[src/bus_reg_slice.sv]
`timescale 1ns/100ps

module bus_reg_slice #(
    parameter type T = logic
) (
    input  logic clk,
    input  logic rst,

    input  T     in_data,
    input  logic in_valid,
    output logic in_ready,

    output T     out_data,
    output logic out_valid,
    input  logic out_ready
);

    T     skid_data;
    logic skid_valid;
    logic in_fire;
    logic out_free;

    assign in_fire  = in_valid && in_ready;
    assign out_free = !out_valid || out_ready;

    // Ready comes straight from the skid flop with no path from out_ready
    assign in_ready = !skid_valid;

    always_ff @(posedge clk) begin
        if (rst) begin
            out_valid  <= 1'b0;
            skid_valid <= 1'b0;
        end else if (out_free) begin
            // Skid entry drains first
            if (skid_valid) begin
                out_valid  <= 1'b1;
                skid_valid <= 1'b0;
            end else begin
                out_valid <= in_fire;
            end
        end else if (in_fire) begin
            skid_valid <= 1'b1;
        end
    end

    always_ff @(posedge clk) begin
        if (out_free) begin
            out_data <= skid_valid ? skid_data : in_data;
        end
        if (in_fire && !out_free) begin
            skid_data <= in_data;
        end
    end

    // Held output stays put until it is taken
    a_out_hold: assert property (
        @(posedge clk) disable iff (rst)
        out_valid && !out_ready |=> out_valid && $stable(out_data)
    );

endmodule

[config.mk]
export PLATFORM = sky130hd
export DESIGN_NAME = bus_reg_slice
export DESIGN_NICKNAME = d
export VERILOG_FILES = /design/src/bus_reg_slice.sv
export SDC_FILE = /design/constraint.sdc
export NUM_CORES = 1
export LEC_CHECK = 0
export CELL_PAD_IN_SITES_DETAIL_PLACEMENT = 2
export CELL_PAD_IN_SITES_GLOBAL_PLACEMENT = 2
export CORE_AREA = 2 2 39 41
export CTS_CLUSTER_DIAMETER = 40
export DETAILED_ROUTE_END_ITERATION = 6
export DIE_AREA = 0 0 41 43
export DONT_BUFFER_PORTS = 1
export PLACE_DENSITY = 0.33
export SLEW_MARGIN = 20
export SYNTH_ARGS = -nofsm -noshare
export SYNTH_HDL_FRONTEND = slang
export SYNTH_SLANG_ARGS = --single-unit
[constraint.sdc]
create_clock -name clk -period 0.9 [get_ports clk]
set_input_delay 0.135 -clock clk [delete_from_list [all_inputs] [get_ports clk]]
set_output_delay 0.135 -clock clk [all_outputs]
set_load 0.005 [all_outputs]
==> flow_summary.toml <==
[outcome]
status = "complete, no violations"

[cells_and_area]
instances_no_fill = 36
area_delta_synth_final_pct = 59.8
fin_area_sq_um = 254
fin_nets = 26
layout-drive-gt1-share_pct = 60.0
multi_input_area_sq_um = 55.1
n_antenna_cell = 0
fill_cells = 161
regArea_sq_um = 103

[power]
power_frac_comb_pct = 7.3
cellPowerDensity_mw_per_mm2 = 1920
intPower_uw = 394
seqPwrFrac_pct = 42.7
pwr-share-clk_pct = 50.0
power_switching_uw = 94.8
ir_drop_mv = 0.536
switching_share_pct = 19.4
power_leakage_nw = 0.0980

[worst_setup_path]
worstPathCellList = "mux2_4"
crit_fanout = 3
crit_type = "flop to flop"
slowest_stage = "dfxtp_2"
slowest_delay_ps = 360
timing.critical_path.buf_inv = 0
cp_top_family = "flip-flops"
cp-end-kind = "flop"
critPathLaunchType = "flop"
critical_path_arrival_ps = 880
required_ps = 890

[floorplan]
start_util_pct = 11.5
die-width_um = 41
dieHeight_um = 43
dieArea_sq_mm = 0.00176
io_pins = 8
rows = 14
core_area_sq_mm = 0.00138

[drt]
wl_met3_um = 29
via_per_inst = 3.17
avgRoutedWirePerCell_um = 8.75
finalWirelength_um = 315
drtAntennaViolNets = 0
drc = 0
dr.pass1.iters = 2
dr.max_layer_used = "met3"
met1_length_um = 117
via_count = 114
route.met2.wl_um = 168
drt_iter0_drc = 1

[cts]
cts_sinks = 4
cts_tree = "built"
cts_root_buf = "clkbuf_4"
clock_path_buffers = 2
clk_latency_ps = 240
htree_levels = 1
cts-buffers-inserted = 3
clk_pin_slew_ps = 40

[global_routing]
grt_use_total_pct = 5.63
grt_pass1_vias = 127
grt_first_pass_wirelength_um = 510
grt_max_degree = 4
antenna_found_initial = 0
overflow = 0

[sta]
tightest_slew_ps = 148
finalSetupViolCount = 0
finalHoldViolCount = 0
max_freq_mhz = 1120
clock_skew_ps = 9.46
rsz0062_at_grt = "yes"
hold_ws_ps = 93.1
final_max_slew_viol_count = 0
finalCritPeriodShare_pct = 99.4
fin_crit_ps = 895
slew-limit-headroom_pct = 90.1

[synthesis]
synth_nets = 16
synth_area_per_cell_sq_um = 14.4
yosysWarnings = 0
yosysTopAreaCellShare_pct = 37.8
netlist_top_cells_area = "edfxtp_1 (38%), dfxtp_1 (25%), mux2_4 (9.4%)"
synthDistinctLibCells = 9
yosysTopAreaCell = "edfxtp_1"
synth_seq_area_share_pct = 63.0
synthCells = 11
synth_seq_cells = 4
syn-cell-area_sq_um = 159

[placement]
dp.cells = 30
postPlaceCellArea_sq_um = 204
dp_hpwl_um = 252
place_congestion = 0.602
port-buffer-count = 0

[flow_run]
drv_cap = 0

[worst_hold_path]
hp-class = "input pin to flop"
==> repair_timing <==
item                                    4_1_cts  5_1_grt
setup buffers                                 0        0
hold endpoints to repair                      3        0
endpoints found under the setup margin        0        2
hold buffers                                  2        0
gates resized for setup                       0        2
==> cells by family (layout without fill, tap and decap cells) <==
kind of cell / after synthesis / in the layout / share of synthesized area [%]
AND/OR/NAND/NOR: 4 / 4 / 22.0
AO/OA/AOI/OAI: 1 / 1 / 3.15
flip-flops: 4 / 4 / 63.0
buffers and inverters: 1 / 10 / 2.36
multiplexers: 1 / 1 / 9.45
==> cells in the final DEF (no fill, tap or decap) <==
cell type and n:
edfxtp_1 2, inv_2 1, nor2_1 1, nor3b_2 1
a21oi_1 1, nand2b_4 1, dfxtp_2 2, buf_6 1
mux2_4 1, nor3_1 1, buf_4 2, clkbuf_1 1
clkbuf_4 3, dlygate4sd3_1 2
==> cell usage after synthesis, drive strengths merged <==
cell    instances
edfxtp          2
a21oi           1
nor3b           1
inv             1
nor3            1
mux2            1
nor2            1
nand2b          1
dfxtp           2
==> metal layers <==
metal / up-vias / global-route usage [%]
met5: - / 0
met4: 0 / 6.00
met3: 0 / 7.85
met2: 5 / 6.25
met1: 52 / 3.88
li1: 57 / -
==> cell type report <==
type,count,area share (%)
inverter,1,1.48
tap,16,7.88
clock buffer,4,10.3
multi-input combinational,6,21.7
timing repair buffer,5,18.2
sequential,4,40.4
==> metrics by stage <==
stage	setup WS [ps]	power [mW]	utilization (%)	TNS, ps
finish	5.11	0.489	18.4	0
CTS	0.898	0.505	18.1	0
global placement	11.1	0.240	14.7	0
detailed placement	4.13	0.240	14.7	0
global route	-10.5	0.546	18.4	-16.7
floorplan	13.3	0.228	-	0
==> state kept, by name (all words and copies together) (netlist names) <==
register,count
skid_data,1
out_valid,1
skid_valid,1
out_data,1
==> worst paths after layout <==
path / slack, ps / start / cells after the start / to
worst max-delay path: 5 / skid_valid / 1 / out_data
worst max register to register: 5 / skid_valid / 1 / out_data
worst min-delay path: 90 / in_valid / 2 / skid_valid
worst min register to register: 560 / skid_data / 1 / out_data
==> power groups by stage <==
stage | clock network (mW) | logic (mW) | registers [mW]
after floorplan | 0 | 0.0162 | 0.211
after global placement | 0 | 0.0289 | 0.211
after detailed placement | 0 | 0.0284 | 0.212
after CTS | 0.260 | 0.0360 | 0.209
after global routing | 0.298 | 0.0386 | 0.209
final | 0.244 | 0.0356 | 0.209
No activity file was read; power rests on OpenSTA's default activity.
