===== src/soc_config.svh =====
`ifndef SOC_CONFIG_SVH
`define SOC_CONFIG_SVH

// Bus widths
`define ALEN 32
`define XLEN 64

// Region select lives in the address bits from here up to ALEN-1
`define REGION_LSB 28

// Region ids, compared against addr[ALEN-1:REGION_LSB]
`define SRAM_BASE 4'h1
`define GPIO_BASE 4'h2

// SRAM depth in XLEN words
`define SRAM_WORDS 512

// Default width of the GPIO output register
`define GPIO_OUTPUTS 8

`endif


===== src/bus_pkg.sv =====
`include "soc_config.svh"

package bus_pkg;

    // AXI-style response encoding
    typedef enum logic [1:0] {
        OKAY   = 2'b00,
        SLVERR = 2'b10,
        DECERR = 2'b11
    } resp_e;

    // Request channel payload
    typedef struct packed {
        logic [`ALEN-1:0]   addr;
        logic               write;
        logic [`XLEN-1:0]   wdata;
        logic [`XLEN/8-1:0] wstrb;
    } bus_req_t;

    // Response channel payload
    typedef struct packed {
        logic [`XLEN-1:0] rdata;
        resp_e            resp;
    } bus_rsp_t;

    // Byte-wise merge of new data into an old word
    function automatic logic [`XLEN-1:0] strb_merge(
        input logic [`XLEN-1:0]   old_word,
        input logic [`XLEN-1:0]   new_word,
        input logic [`XLEN/8-1:0] strb
    );
        logic [`XLEN-1:0] merged;
        merged = old_word;
        for (int i = 0; i < `XLEN/8; i++) begin
            if (strb[i]) begin
                merged[8*i +: 8] = new_word[8*i +: 8];
            end
        end
        return merged;
    endfunction

endpackage


===== src/bus_gpio.sv =====
`timescale 1ns/100ps
`include "soc_config.svh"

module bus_gpio #(
    parameter int NUM_OUTPUTS = `GPIO_OUTPUTS
) (
    input  logic                   clk,
    input  logic                   rst,

    input  bus_pkg::bus_req_t      req,
    input  logic                   req_valid,
    output logic                   req_ready,

    output bus_pkg::bus_rsp_t      rsp,
    output logic                   rsp_valid,
    input  logic                   rsp_ready,

    output logic [NUM_OUTPUTS-1:0] outputs
);

    import bus_pkg::*;

    logic [`XLEN-1:0] cur_word;
    logic [`XLEN-1:0] new_word;
    logic             req_fire;

    // Register seen as a zero-extended bus word
    assign cur_word  = `XLEN'(outputs);
    assign new_word  = strb_merge(cur_word, req.wdata, req.wstrb);
    assign req_ready = !rsp_valid;
    assign req_fire  = req_valid && req_ready;

    always_ff @(posedge clk) begin
        if (rst) begin
            outputs   <= '0;
            rsp_valid <= 1'b0;
        end else begin
            if (req_fire && req.write) begin
                outputs <= new_word[NUM_OUTPUTS-1:0];
            end
            if (req_fire) begin
                rsp_valid <= 1'b1;
            end else if (rsp_ready) begin
                rsp_valid <= 1'b0;
            end
        end
    end

    // Whole region aliases the one register
    always_ff @(posedge clk) begin
        if (req_fire) begin
            rsp <= '{rdata: req.write ? '0 : cur_word, resp: OKAY};
        end
    end

endmodule


===== config.mk =====
export PLATFORM = sky130hd
export DESIGN_NAME = bus_gpio
export DESIGN_NICKNAME = d
export VERILOG_FILES = /design/src/bus_pkg.sv /design/src/bus_gpio.sv
export VERILOG_INCLUDE_DIRS = /design/src
export SDC_FILE = /design/constraint.sdc
export NUM_CORES = 1
export LEC_CHECK = 0
export BUFFER_PORTS_ARGS = -buffer_cell sky130_fd_sc_hd__buf_2
export CAP_MARGIN = 20
export CORE_AREA = 2 2 72 74
export CTS_CLUSTER_DIAMETER = 30
export DETAILED_ROUTE_END_ITERATION = 8
export DIE_AREA = 0 0 74 76
export PLACE_DENSITY = 0.77
export SYNTH_ARGS = -nofsm -noshare
export SYNTH_HDL_FRONTEND = slang
export SYNTH_SLANG_ARGS = --single-unit

===== constraint.sdc =====
create_clock -name clk -period 2.05 [get_ports clk]
set_input_delay 0 -clock clk [delete_from_list [all_inputs] [get_ports clk]]
set_output_delay 0 -clock clk [all_outputs]
set_load 0.05 [all_outputs]

==> run summary <==
========================================================================================
Warning count from the yosys run                                                       0
Final Hold Viols                                                                       0
Final Setup Violations                                                                 0
GR Overflow Total                                                                      0
Signal arrival time at the worst endpoint                                        1.17 ns
Worst hold path class                                                       input port to flip-flop
RSZ-0062 raised after global routing                                               false
Number of buffer cells added on primary ports                                         31
Classification of the worst setup path                                      flip-flop to flip-flop
Row cnt                                                                               26
Area post-placement                                                             1170 um2
Count of different cell masters after synthesis                                       13
Logic depth of the worst setup path including buffers                                  1
Fraction of layout cells with a size suffix above 1                                29.3%
Maximum vdd ir drop                                                           0.000213 V
Top achievable clock speed                                                       776 MHz
Final ANT Viol Nets                                                                    0
All-layer global routing usage                                                     5.13%
Worst-path clk slew                                                              0.06 ns
Depth of the most critical reg-to-reg path                                             1
Number of buffers created by CTS                                                       3
Worst reg2reg startpoint                                                    rsp_valid$_SDFFE_PP0P_
CTS max path bufs                                                                      2
Routed via count                                                                     645
Leakage power                                                                   0.615 nW
Clock tree from TritonCTS                                                           done
Cell-by-cell listing of the critical path                                        nor2b_1
Count of non-filler cells in the finished layout                                     217
Post-detailed-route DRC marker count                                                   0
Status                                                                      complete, no violations
Final RePlAce weighted congestion                                                  0.687
Layout area overhead                                                               4.42%
Relative slew margins                                                              50.4%
Largest net degree at the start of global routing                                     18
Worst hold slack across all endpoints                                         0.00945 ns
Portion of the post-synthesis area used by sequential elements                     36.2%
Mean instance size in the synthesized netlist                                   10.1 um2
Clock Latency Late Sink                                                          0.24 ns
Wire length reported by the detailed router                                      1550 um
Clock tree root driver cell                                                     clkbuf_8
Total number of clock tree sinks                                                      17
Total half-perimeter wirelength after legalization and detailed placement        1280 um
Horiz. Die Dim                                                                     74 um
Register-to-register setup slack                                                 0.76 ns
Global-route wire length before repair                                           2220 um
Final Instance Area                                                             1210 um2
Critical path endpoint category                                                flip-flop
Final core utilization                                                             24.7%
Post-CTS setup buffers                                                                 0
RR Endpoint                                                                 rsp[2]$_SDFFCE_PP0P_
Setup slack at placement                                                        0.746 ns
Detailed-route wire length per cell                                              7.12 um
Number of global-route vias before repair                                            515
Total Die Area                                                                  5620 um2
Synthesized area                                                                1160 um2
Core Region                                                                     4910 um2
Top delay family on crit path                                               simple AND/OR/NAND/NOR gates
DRT Pass-1 Iters                                                                       2
Max-cap violations                                                                     0
Count of mapped cells out of synthesis                                               115
Total negative slack for setup checks                                               0 ns
Actual slew at the worst max-slew pin                                           0.742 ns
Deepest level of the CTS H-tree                                                        1
Gates resized, CTS repair                                                              0
Areal power density over the cells                                            799 nW/um2
Number of buffers inserted by hold repair at cts                                       0
Number of antenna violations at the first check in global routing                      0
Count of state elements after synthesis                                               17
Height of the die                                                                  76 um
Critical path fanouts, max                                                             9
Total inserted antenna cells                                                           0
Buffers plus inverters on the worst setup path                                         0
I/O pin count                                                                        185
Final layout net count                                                               257
Slack of the critical path                                                      0.761 ns
First element of the critical path                                          rsp_valid$_SDFFE_PP0P_
Post-Place Cells                                                                     213
Critical path launch point type                                                flip-flop
Master of the slowest instance on the critical path                              nor2b_1
Min Tclk post-route                                                              1.29 ns
Required time at the endpoint of the critical path                               1.93 ns
Critical Path Max Stage Delay                                                    0.59 ns
End of the critical path                                                    rsp[2]$_SDFFCE_PP0P_
Initial drt markers                                                                   23
Final Max Slew Viols                                                                   0
Design Power                                                                    0.968 mW
Average via count per standard cell                                                 2.97
Initial standard-cell utilization of the core                                      23.6%
Final Cycle Share                                                                  62.9%
Final Skew                                                                   0.000780 ns
========================================================================================
==> state kept, by name, indices dropped and copies added (netlist names) <==
name       cells
rsp            8
outputs        8
rsp_valid      1
==> cells by family after synthesis <==
family	count (synthesis)	share of synthesized area, %
buffers and inverters	61	39.1
AND/OR/NAND/NOR	27	16.6
flip-flops	17	36.2
multiplexers	8	6.90
AO/OA/AOI/OAI	1	0.862
other	1	0.323
==> power by group <==
group          total (mW)  internal (mW)  switching, mW
registers           0.378          0.371        0.00641
clock network       0.236          0.138         0.0988
logic               0.354         0.0371          0.317
total               0.968          0.546          0.422
==> cell usage after synthesis (all sizes together) <==
master | n | area share (%)
inv | 1 | 0.32
and2b | 8 | 6.0
and4b | 1 | 0.86
nand2b | 16 | 8.6
edfxtp | 8 | 21
nor2b | 2 | 1.1
mux2i | 8 | 6.9
conb | 1 | 0.32
clkbuf | 1 | 0.32
o21ba | 1 | 0.86
buf | 59 | 38
dfxtp | 9 | 16
==> worst min-delay path by stage <==
stage               depth (start not counted)     from                      end  slack, ns
finish                                      3  req[14]  outputs[6]$_SDFFE_PP0P_      0.009
global route                                3  req[15]  outputs[7]$_SDFFE_PP0P_       0.02
CTS                                         3  req[12]  outputs[4]$_SDFFE_PP0P_       0.01
detailed placement                          3  req[15]  outputs[7]$_SDFFE_PP0P_       0.27
global placement                            3  req[15]  outputs[7]$_SDFFE_PP0P_       0.26
floorplan                                   2   req[8]  outputs[0]$_SDFFE_PP0P_       0.15
==> per-layer routing <==
layer	wire length, um	global-route usage [%]	up-vias
met4	34	2.73	0
met1	557	4.83	261
li1	-	-	310
met5	0	0	-
met2	676	9.64	69
met3	278	1.32	5
==> layout by cell type (no fill, tap or decap) <==
master    instances
nand2b_1         16
conb_1           58
and4b_1           1
dfxtp_1           9
inv_1             1
clkbuf_1          1
and2b_2           8
mux2i_1           8
edfxtp_1          8
clkbuf_8          3
o21ba_2           1
buf_2            31
nor2b_1           2
==> layout make-up <==
cell class | count | area (um2)
Tap cell | 70 | 87.6
Multi-Input combinational cell | 94 | 500
Timing Repair Buffer | 31 | 155
Fill cell | 514 | 3700
Sequential cell | 17 | 420
Clock buffer | 4 | 45.0
Inverter | 1 | 3.75
No activity file was read; power rests on OpenSTA's default activity.
