--- config.mk ---
export PLATFORM = sky130hd
export DESIGN_NAME = bus_xbar_ctrl
export DESIGN_NICKNAME = d
export VERILOG_FILES = /design/src/bus_pkg.sv /design/src/soc_map_pkg.sv /design/src/bus_xbar_ctrl.sv
export VERILOG_INCLUDE_DIRS = /design/src
export SDC_FILE = /design/constraint.sdc
export NUM_CORES = 1
export LEC_CHECK = 0
export ABC_CLOCK_PERIOD_IN_PS = 10100
export BUFFER_PORTS_ARGS = -buffer_cell sky130_fd_sc_hd__clkbuf_2
export CAP_MARGIN = 25
export CORE_AREA = 2 2 232 234
export CTS_BUF_LIST = sky130_fd_sc_hd__clkbuf_4
export DETAILED_ROUTE_END_ITERATION = 7
export DIE_AREA = 0 0 234 236
export HOLD_SLACK_MARGIN = 0.15
export PLACE_DENSITY = 0.44
export SETUP_SLACK_MARGIN = 0.2
export SYNTH_ARGS = -nofsm -noshare
export SYNTH_HDL_FRONTEND = slang
export SYNTH_SLANG_ARGS = --single-unit
--- constraint.sdc ---
create_clock -name clk -period 10.1 [get_ports clk]
set_clock_uncertainty 0.2 [all_clocks]
set_input_delay 0.505 -clock clk [delete_from_list [all_inputs] [get_ports clk]]
set_output_delay 0.505 -clock clk [all_outputs]
set_load 0.02 [all_outputs]
--- src/soc_config.svh ---
`ifndef SOC_CONFIG_SVH
`define SOC_CONFIG_SVH

// Bus widths
`define ALEN 32
`define XLEN 64

// Region select lives in the address bits from here up to ALEN-1
`define REGION_LSB 28

// Region ids, compared against addr[ALEN-1:REGION_LSB]
`define SRAM_BASE 4'h1
`define GPIO_BASE 4'h2

// SRAM depth in XLEN words
`define SRAM_WORDS 512

// Default width of the GPIO output register
`define GPIO_OUTPUTS 8

`endif

--- src/bus_pkg.sv ---
`include "soc_config.svh"

package bus_pkg;

    // AXI-style response encoding
    typedef enum logic [1:0] {
        OKAY   = 2'b00,
        SLVERR = 2'b10,
        DECERR = 2'b11
    } resp_e;

    // Request channel payload
    typedef struct packed {
        logic [`ALEN-1:0]   addr;
        logic               write;
        logic [`XLEN-1:0]   wdata;
        logic [`XLEN/8-1:0] wstrb;
    } bus_req_t;

    // Response channel payload
    typedef struct packed {
        logic [`XLEN-1:0] rdata;
        resp_e            resp;
    } bus_rsp_t;

    // Byte-wise merge of new data into an old word
    function automatic logic [`XLEN-1:0] strb_merge(
        input logic [`XLEN-1:0]   old_word,
        input logic [`XLEN-1:0]   new_word,
        input logic [`XLEN/8-1:0] strb
    );
        logic [`XLEN-1:0] merged;
        merged = old_word;
        for (int i = 0; i < `XLEN/8; i++) begin
            if (strb[i]) begin
                merged[8*i +: 8] = new_word[8*i +: 8];
            end
        end
        return merged;
    endfunction

endpackage

--- src/soc_map_pkg.sv ---
`include "soc_config.svh"

package soc_map_pkg;

    // Target of a decoded address
    typedef enum logic [1:0] {
        DEV_SRAM = 2'd0,
        DEV_GPIO = 2'd1,
        DEV_NONE = 2'd2
    } dev_sel_e;

    // Top address nibble picks the region
    function automatic dev_sel_e decode_addr(input logic [`ALEN-1:0] addr);
        logic [`ALEN-`REGION_LSB-1:0] region;
        dev_sel_e sel;
        region = addr[`ALEN-1:`REGION_LSB];
        if (region == `SRAM_BASE) begin
            sel = DEV_SRAM;
        end else if (region == `GPIO_BASE) begin
            sel = DEV_GPIO;
        end else begin
            sel = DEV_NONE;
        end
        return sel;
    endfunction

endpackage

--- src/bus_xbar_ctrl.sv ---
`timescale 1ns/100ps

module bus_xbar_ctrl (
    input  logic               clk,
    input  logic               rst,

    // Instruction-fetch master
    input  bus_pkg::bus_req_t  ifetch_req,
    input  logic               ifetch_req_valid,
    output logic               ifetch_req_ready,
    output bus_pkg::bus_rsp_t  ifetch_rsp,
    output logic               ifetch_rsp_valid,
    input  logic               ifetch_rsp_ready,

    // Data master
    input  bus_pkg::bus_req_t  data_req,
    input  logic               data_req_valid,
    output logic               data_req_ready,
    output bus_pkg::bus_rsp_t  data_rsp,
    output logic               data_rsp_valid,
    input  logic               data_rsp_ready,

    // Shared device request
    output bus_pkg::bus_req_t  dev_req,
    output logic               sram_valid,
    output logic               gpio_valid,

    input  logic               sram_ready,
    input  bus_pkg::bus_rsp_t  sram_rsp,
    input  logic               sram_rsp_valid,
    input  logic               gpio_ready,
    input  bus_pkg::bus_rsp_t  gpio_rsp,
    input  logic               gpio_rsp_valid
);

    import bus_pkg::*;
    import soc_map_pkg::*;

    typedef enum logic [1:0] {
        S_IDLE,
        S_ISSUE,
        S_WAIT,
        S_RESP
    } state_e;

    state_e   state;
    dev_sel_e sel_q;
    bus_req_t req_q;
    bus_rsp_t rsp_q;

    // High when the data port holds the grant and serves as the round-robin pointer
    logic     grant_data;

    logic     any_req;
    logic     pick_data;
    bus_req_t win_req;
    dev_sel_e win_sel;
    logic     dev_fire;
    logic     dev_rsp_valid;
    bus_rsp_t dev_rsp;
    logic     rsp_fire;

    // Port whose request handshake completed last
    logic     owner_data;

    assign any_req = ifetch_req_valid || data_req_valid;

    // On a tie the port not served last wins
    always_comb begin
        if (ifetch_req_valid && data_req_valid) begin
            pick_data = !grant_data;
        end else begin
            pick_data = data_req_valid;
        end
    end

    assign win_req = pick_data ? data_req : ifetch_req;
    assign win_sel = decode_addr(win_req.addr);

    assign ifetch_req_ready = (state == S_IDLE) && !pick_data;
    assign data_req_ready   = (state == S_IDLE) && pick_data;

    assign dev_req    = req_q;
    assign sram_valid = (state == S_ISSUE) && (sel_q == DEV_SRAM);
    assign gpio_valid = (state == S_ISSUE) && (sel_q == DEV_GPIO);
    assign dev_fire   = (sram_valid && sram_ready) || (gpio_valid && gpio_ready);

    assign dev_rsp_valid = (sel_q == DEV_SRAM) ? sram_rsp_valid : gpio_rsp_valid;
    assign dev_rsp       = (sel_q == DEV_SRAM) ? sram_rsp : gpio_rsp;

    assign ifetch_rsp       = rsp_q;
    assign data_rsp         = rsp_q;
    assign ifetch_rsp_valid = (state == S_RESP) && !grant_data;
    assign data_rsp_valid   = (state == S_RESP) && grant_data;
    assign rsp_fire = (ifetch_rsp_valid && ifetch_rsp_ready) ||
                      (data_rsp_valid && data_rsp_ready);

    always_ff @(posedge clk) begin
        if (rst) begin
            state      <= S_IDLE;
            sel_q      <= DEV_NONE;
            grant_data <= 1'b1;
        end else begin
            case (state)
                S_IDLE: begin
                    if (any_req) begin
                        grant_data <= pick_data;
                        sel_q      <= win_sel;
                        // Unmapped address answers without a device
                        state      <= (win_sel == DEV_NONE) ? S_RESP : S_ISSUE;
                    end
                end
                S_ISSUE: begin
                    if (dev_fire) begin
                        state <= S_WAIT;
                    end
                end
                S_WAIT: begin
                    if (dev_rsp_valid) begin
                        state <= S_RESP;
                    end
                end
                S_RESP: begin
                    if (rsp_fire) begin
                        state <= S_IDLE;
                    end
                end
                default: state <= S_IDLE;
            endcase
        end
    end

    always_ff @(posedge clk) begin
        if (state == S_IDLE && any_req) begin
            req_q <= win_req;
            rsp_q <= '{rdata: '0, resp: DECERR};
        end else if (state == S_WAIT && dev_rsp_valid) begin
            rsp_q <= dev_rsp;
        end
    end

    always_ff @(posedge clk) begin
        if (rst) begin
            owner_data <= 1'b0;
        end else if (ifetch_req_valid && ifetch_req_ready) begin
            owner_data <= 1'b0;
        end else if (data_req_valid && data_req_ready) begin
            owner_data <= 1'b1;
        end
    end

    // One device at a time, and only the one the address maps to
    a_one_dev: assert property (
        @(posedge clk) disable iff (rst)
        !(sram_valid && gpio_valid) &&
        (!sram_valid || decode_addr(dev_req.addr) == DEV_SRAM) &&
        (!gpio_valid || decode_addr(dev_req.addr) == DEV_GPIO)
    );

    // Response returns on the port whose request was taken
    a_rsp_to_owner: assert property (
        @(posedge clk) disable iff (rst)
        !(ifetch_rsp_valid && owner_data) && !(data_rsp_valid && !owner_data)
    );

    // A device only answers a request this controller issued
    a_dev_rsp_expected: assert property (
        @(posedge clk) disable iff (rst)
        (!sram_rsp_valid || (state == S_WAIT && sel_q == DEV_SRAM)) &&
        (!gpio_rsp_valid || (state == S_WAIT && sel_q == DEV_GPIO))
    );

endmodule

==> results <==
- After detailed routing, the total wire length is 36400 um.
- Of the total power, the share spent switching nets is 0.451.
- In this run the number of cells on the critical path is 8.
- The number of top-level pins is 595.
- The cell with the biggest individual delay on the critical path is sky130_fd_sc_hd__a21boi_4.
- The proportion of power drawn by combinational gates is 0.529.
- The maximum level of the CTS H-tree is 4.
- The min-delay analysis places its worst path in the category in2reg.
- The final count of pins violating max slew came to 0.
- Setup violations remaining at the end of the flow were counted as 0.
- Grouping stages by cell kind, the critical path spends the most delay in buffers and inverters.
- In the layout the commonest cells are sky130_fd_sc_hd__clkbuf_2 (594), sky130_fd_sc_hd__dlygate4sd3_1 (356), sky130_fd_sc_hd__mux2_2 (105), sky130_fd_sc_hd__edfxtp_1 (105), sky130_fd_sc_hd__nor2_1 (72).
- The first global-routing pass estimated 51800 um of wire.
- The count of nets left with antenna violations once routing finished came out at 0.
- The number of failing hold endpoints at the final stage came to 0.
- Derived from the worst setup path, the maximum achievable clock frequency is 0.230 GHz.
- The number of clock buffers added by TritonCTS is 17.
- The critical path capture point is state[1].
- IR analysis of the VDD net gives a maximum drop of 0.119 mV.
- The start point of the critical path is grant_data.
- The initial antenna violation count was 6.
- The number of synthesized flops with an enable pin is between 100 and 150.
- The critical path goes through a21boi_4, buf_4, buf_4, and2_1, a222oi_1, dlygate4sd3_1, a211oi_1, dlygate4sd3_1.
- In this run the tool buffered the top-level ports with 594 buffer cells.
- The classification of the worst setup path is reg2reg.
- The post-route core utilization is 0.289.
- After floorplanning, the core was sized to cover ~0.053 mm2.
- The share of the Yosys chip area taken by registers is 0.554.
- The capturing point of the worst reg2reg path is state[1].
- After detailed routing, the number of remaining DRC violations is 0.
- The hold path depth is 4.
- The via density per instance is 3.93.
- After synthesis, the share of flip-flops with an asynchronous set or reset is 0.
- The dominant register cell in the synthesized netlist is sky130_fd_sc_hd__edfxtp_1.
- The worst setup path is launched from a flip-flop.
- The start point of the worst min-delay path is gpio_rsp[49].
- Entering global routing, the biggest net connects 114 pins.
- The number of global-route vias before repair is 9101.
- For flop-to-flop paths, the worst setup slack is roughly 5.8 ns.
- The count of yosys warnings during synthesis is 0.
- Measured along the y axis, the die boundary spans between 200 and 250 um.
- The estimated wirelength of the detail-placed design is approximately 26000 um.
- The area enclosed by the die boundary is 0.0552 mm2.
- The power after layout is 3.60 mW.
- STA classifies the critical path endpoint as a flip-flop.
- The power per standard cell area is roughly 230 mW/mm2.
- The top fanout value on the critical path is 44.
- The count of buffering cells on the critical path with inverters included is 4.
- Of the cells placed in the final design, the portion with a size suffix greater than 1 is 0.470.
- The starting density of the core is 0.156.
- In this run the mean area of a mapped cell was 11.5 um2.
- The worst-skew pair later-pin latency is 0.73 ns.
- The distinct cell type count of the synthesized netlist is 36.
- The leakage power is 6.75 nW.
- The largest stage delay on the critical path is between 0.7 and 0.8 ns.
- After routing, the total negative slack on setup checks comes to 0 ns.
- In this run the tightest slew margin relative to its limit is 0.357.
- The number of cells on the worst reg-to-reg path is 8.
- TritonCTS built the clock tree.
- After floorplanning, the core was divided into 85 placement rows.
- At the end of routability-driven placement, the weighted congestion stood at a little over 0.8.
- The switching component of the power is 1.62 mW.
- Synthesis produced roughly 700 cells.
- The internal power summed over all cells is 1.98 mW.
- STA puts the critical path data arrival time at just under 5 ns.
- The launch instance of the worst register-to-register path is grant_data.
- The total congestion overflow is 0.
- The part of the total power dissipated in sequential elements is 0.349.
- The slew at the pin closest to its max-slew limit is 0.964 ns.
- The required arrival time at the worst endpoint is 10.58 ns.
- The length of the first detailed-routing pass in iterations is 4.
- Dividing the final minimum period by the clock period gives 0.431.
- The clock transition time at the flip-flop clock pins of the worst setup and hold paths is 0.20 ns.
- The shortest period the worst path allows is 4.35 ns.
- The detail-routed net length per standard cell is 15.9 um.
- The share of power burned in the clock network is 0.122.
- The max-capacitance violation count is 0.
- The number of nets in the synthesized netlist is 1074.
- After synthesis the netlist holds a flip-flop and latch count of between 150 and 200.
- Setup repair after global routing left no endpoint under its margin.
- The combined area of all synthesized cells is 0.00826 mm2.
- The overall routing resource usage is 0.127.
- From synthesis to final layout, the design area changed by 85.9%.
- The width of the chip is roughly 230 um.
- After the first detailed-routing iteration, the DRC count stood at 291.
- The clock passes through at most 2 buffers.
- On the final layout, the worst hold slack is between 0.3 and 0.4 ns.
- The flow ran to the end, and the final reports show no timing, DRC or antenna violations.
- In this run the clock root is driven by a sky130_fd_sc_hd__clkbuf_4.
- Across all layers, the routed design uses 8987 vias.
- The leading cell type in the layout, fill and taps excluded is sky130_fd_sc_hd__clkbuf_2.
- The number of sinks handled by clock tree synthesis is 176.
- The final net count is 1931.
==> worst reg2reg max path: cells and delay by family, from the launching register on <==
kind | cells | cell delay (ns)
flops | 1 | 0.46
buf+inv | 4 | 2.34
compound gates | 3 | 1.06
simple gates | 1 | 0.26
==> layer usage <==
layer | global-route usage | vias to the layer above | share of wire
li1 | - | 4289 | -
met1 | 0.146 | 4283 | 0.41
met5 | 0 | - | 0.0010
met3 | 0.0382 | 53 | 0.065
met4 | 0.0460 | 6 | 0.022
met2 | 0.220 | 356 | 0.50
==> cells in the mapped netlist (2+ instances only) <==
cell	instances	share of area
sky130_fd_sc_hd__a31oi_1	2	0.0015
sky130_fd_sc_hd__a311oi_1	65	0.069
sky130_fd_sc_hd__ha_1	4	0.0061
sky130_fd_sc_hd__mux2_2	105	0.14
sky130_fd_sc_hd__buf_4	68	0.062
sky130_fd_sc_hd__and3_1	3	0.0023
sky130_fd_sc_hd__buf_2	24	0.015
sky130_fd_sc_hd__mux2i_1	2	0.0024
sky130_fd_sc_hd__dfxtp_1	71	0.17
sky130_fd_sc_hd__edfxtp_1	105	0.38
sky130_fd_sc_hd__o21ai_1	3	0.0018
sky130_fd_sc_hd__clkbuf_1	29	0.013
sky130_fd_sc_hd__inv_1	4	0.0018
sky130_fd_sc_hd__nor2_1	73	0.033
sky130_fd_sc_hd__and2_1	3	0.0023
sky130_fd_sc_hd__o21ai_0	68	0.041
sky130_fd_sc_hd__nand2_1	70	0.032
==> registers in the layout (all words and copies together), names as in the netlist <==
signal / count
state: 2
sel_q: 2
dev_req: 105
data_rsp: 66
grant_data: 1
==> power groups by stage <==
stage | registers [mW] | clock network (mW) | logic (mW)
after floorplan | 1.55 | 0 | 0.827
after detailed placement | 1.28 | 0 | 1.60
after CTS | 1.26 | 0.477 | 1.90
final | 1.26 | 0.439 | 1.91
after global routing | 1.28 | 0.497 | 2.05
after global placement | 1.27 | 0 | 1.60
==> cell families (layout without fill, tap and decap cells) <==
logic type	count (synthesis)	after routing	synth area share
AO/OA/AOI/OAI	146	146	0.123
XOR/XNOR	2	2	0.00212
adder cells (fa/ha/maj)	4	4	0.00606
buffers and inverters	126	996	0.0927
flip-flops	176	176	0.554
multiplexers	107	107	0.146
other	0	4	0
AND/OR/NAND/NOR	157	157	0.0767
==> per-stage QoR <==
stage	setup slack [ns]	cell area, um2	std cells
after floorplan	5.44	8260	718
after global placement	6.30	11400	1894
after detailed placement	6.26	11400	1894
after CTS	5.54	15300	2282
after global routing	5.46	15300	2287
final	5.75	15300	2288
==> what timing repair did <==
action / 4_1_cts / 5_1_grt
endpoints found under the hold margin: 176 / 0
buffers inserted: 0 / 0
resized for setup: 0 / 0
hold buffers: 356 / 0
==> final cells by class <==
class / instances / area, um2
well taps: 696 / 871
repair buffers: 960 / 6640
clock inverters: 14 / 154
flip-flops and latches: 176 / 4580
multi-input cells: 416 / 2940
inverters: 4 / 20.0
clock buffers: 18 / 135
fillers: 5620 / 37700
diodes: 4 / 10.0
==> how the worst min path moves through the flow <==
stage / slack [ns] / endpoint
2_1_floorplan: 0.30 / state[0]
3_3_place_gp: 0.30 / data_rsp[11]
3_5_place_dp: 0.31 / data_rsp[18]
5_1_grt: 0.23 / data_rsp[59]
6_report: 0.35 / data_rsp[49]
4_1_cts: 0.16 / data_rsp[61]
No activity file was read; power rests on OpenSTA's default activity.
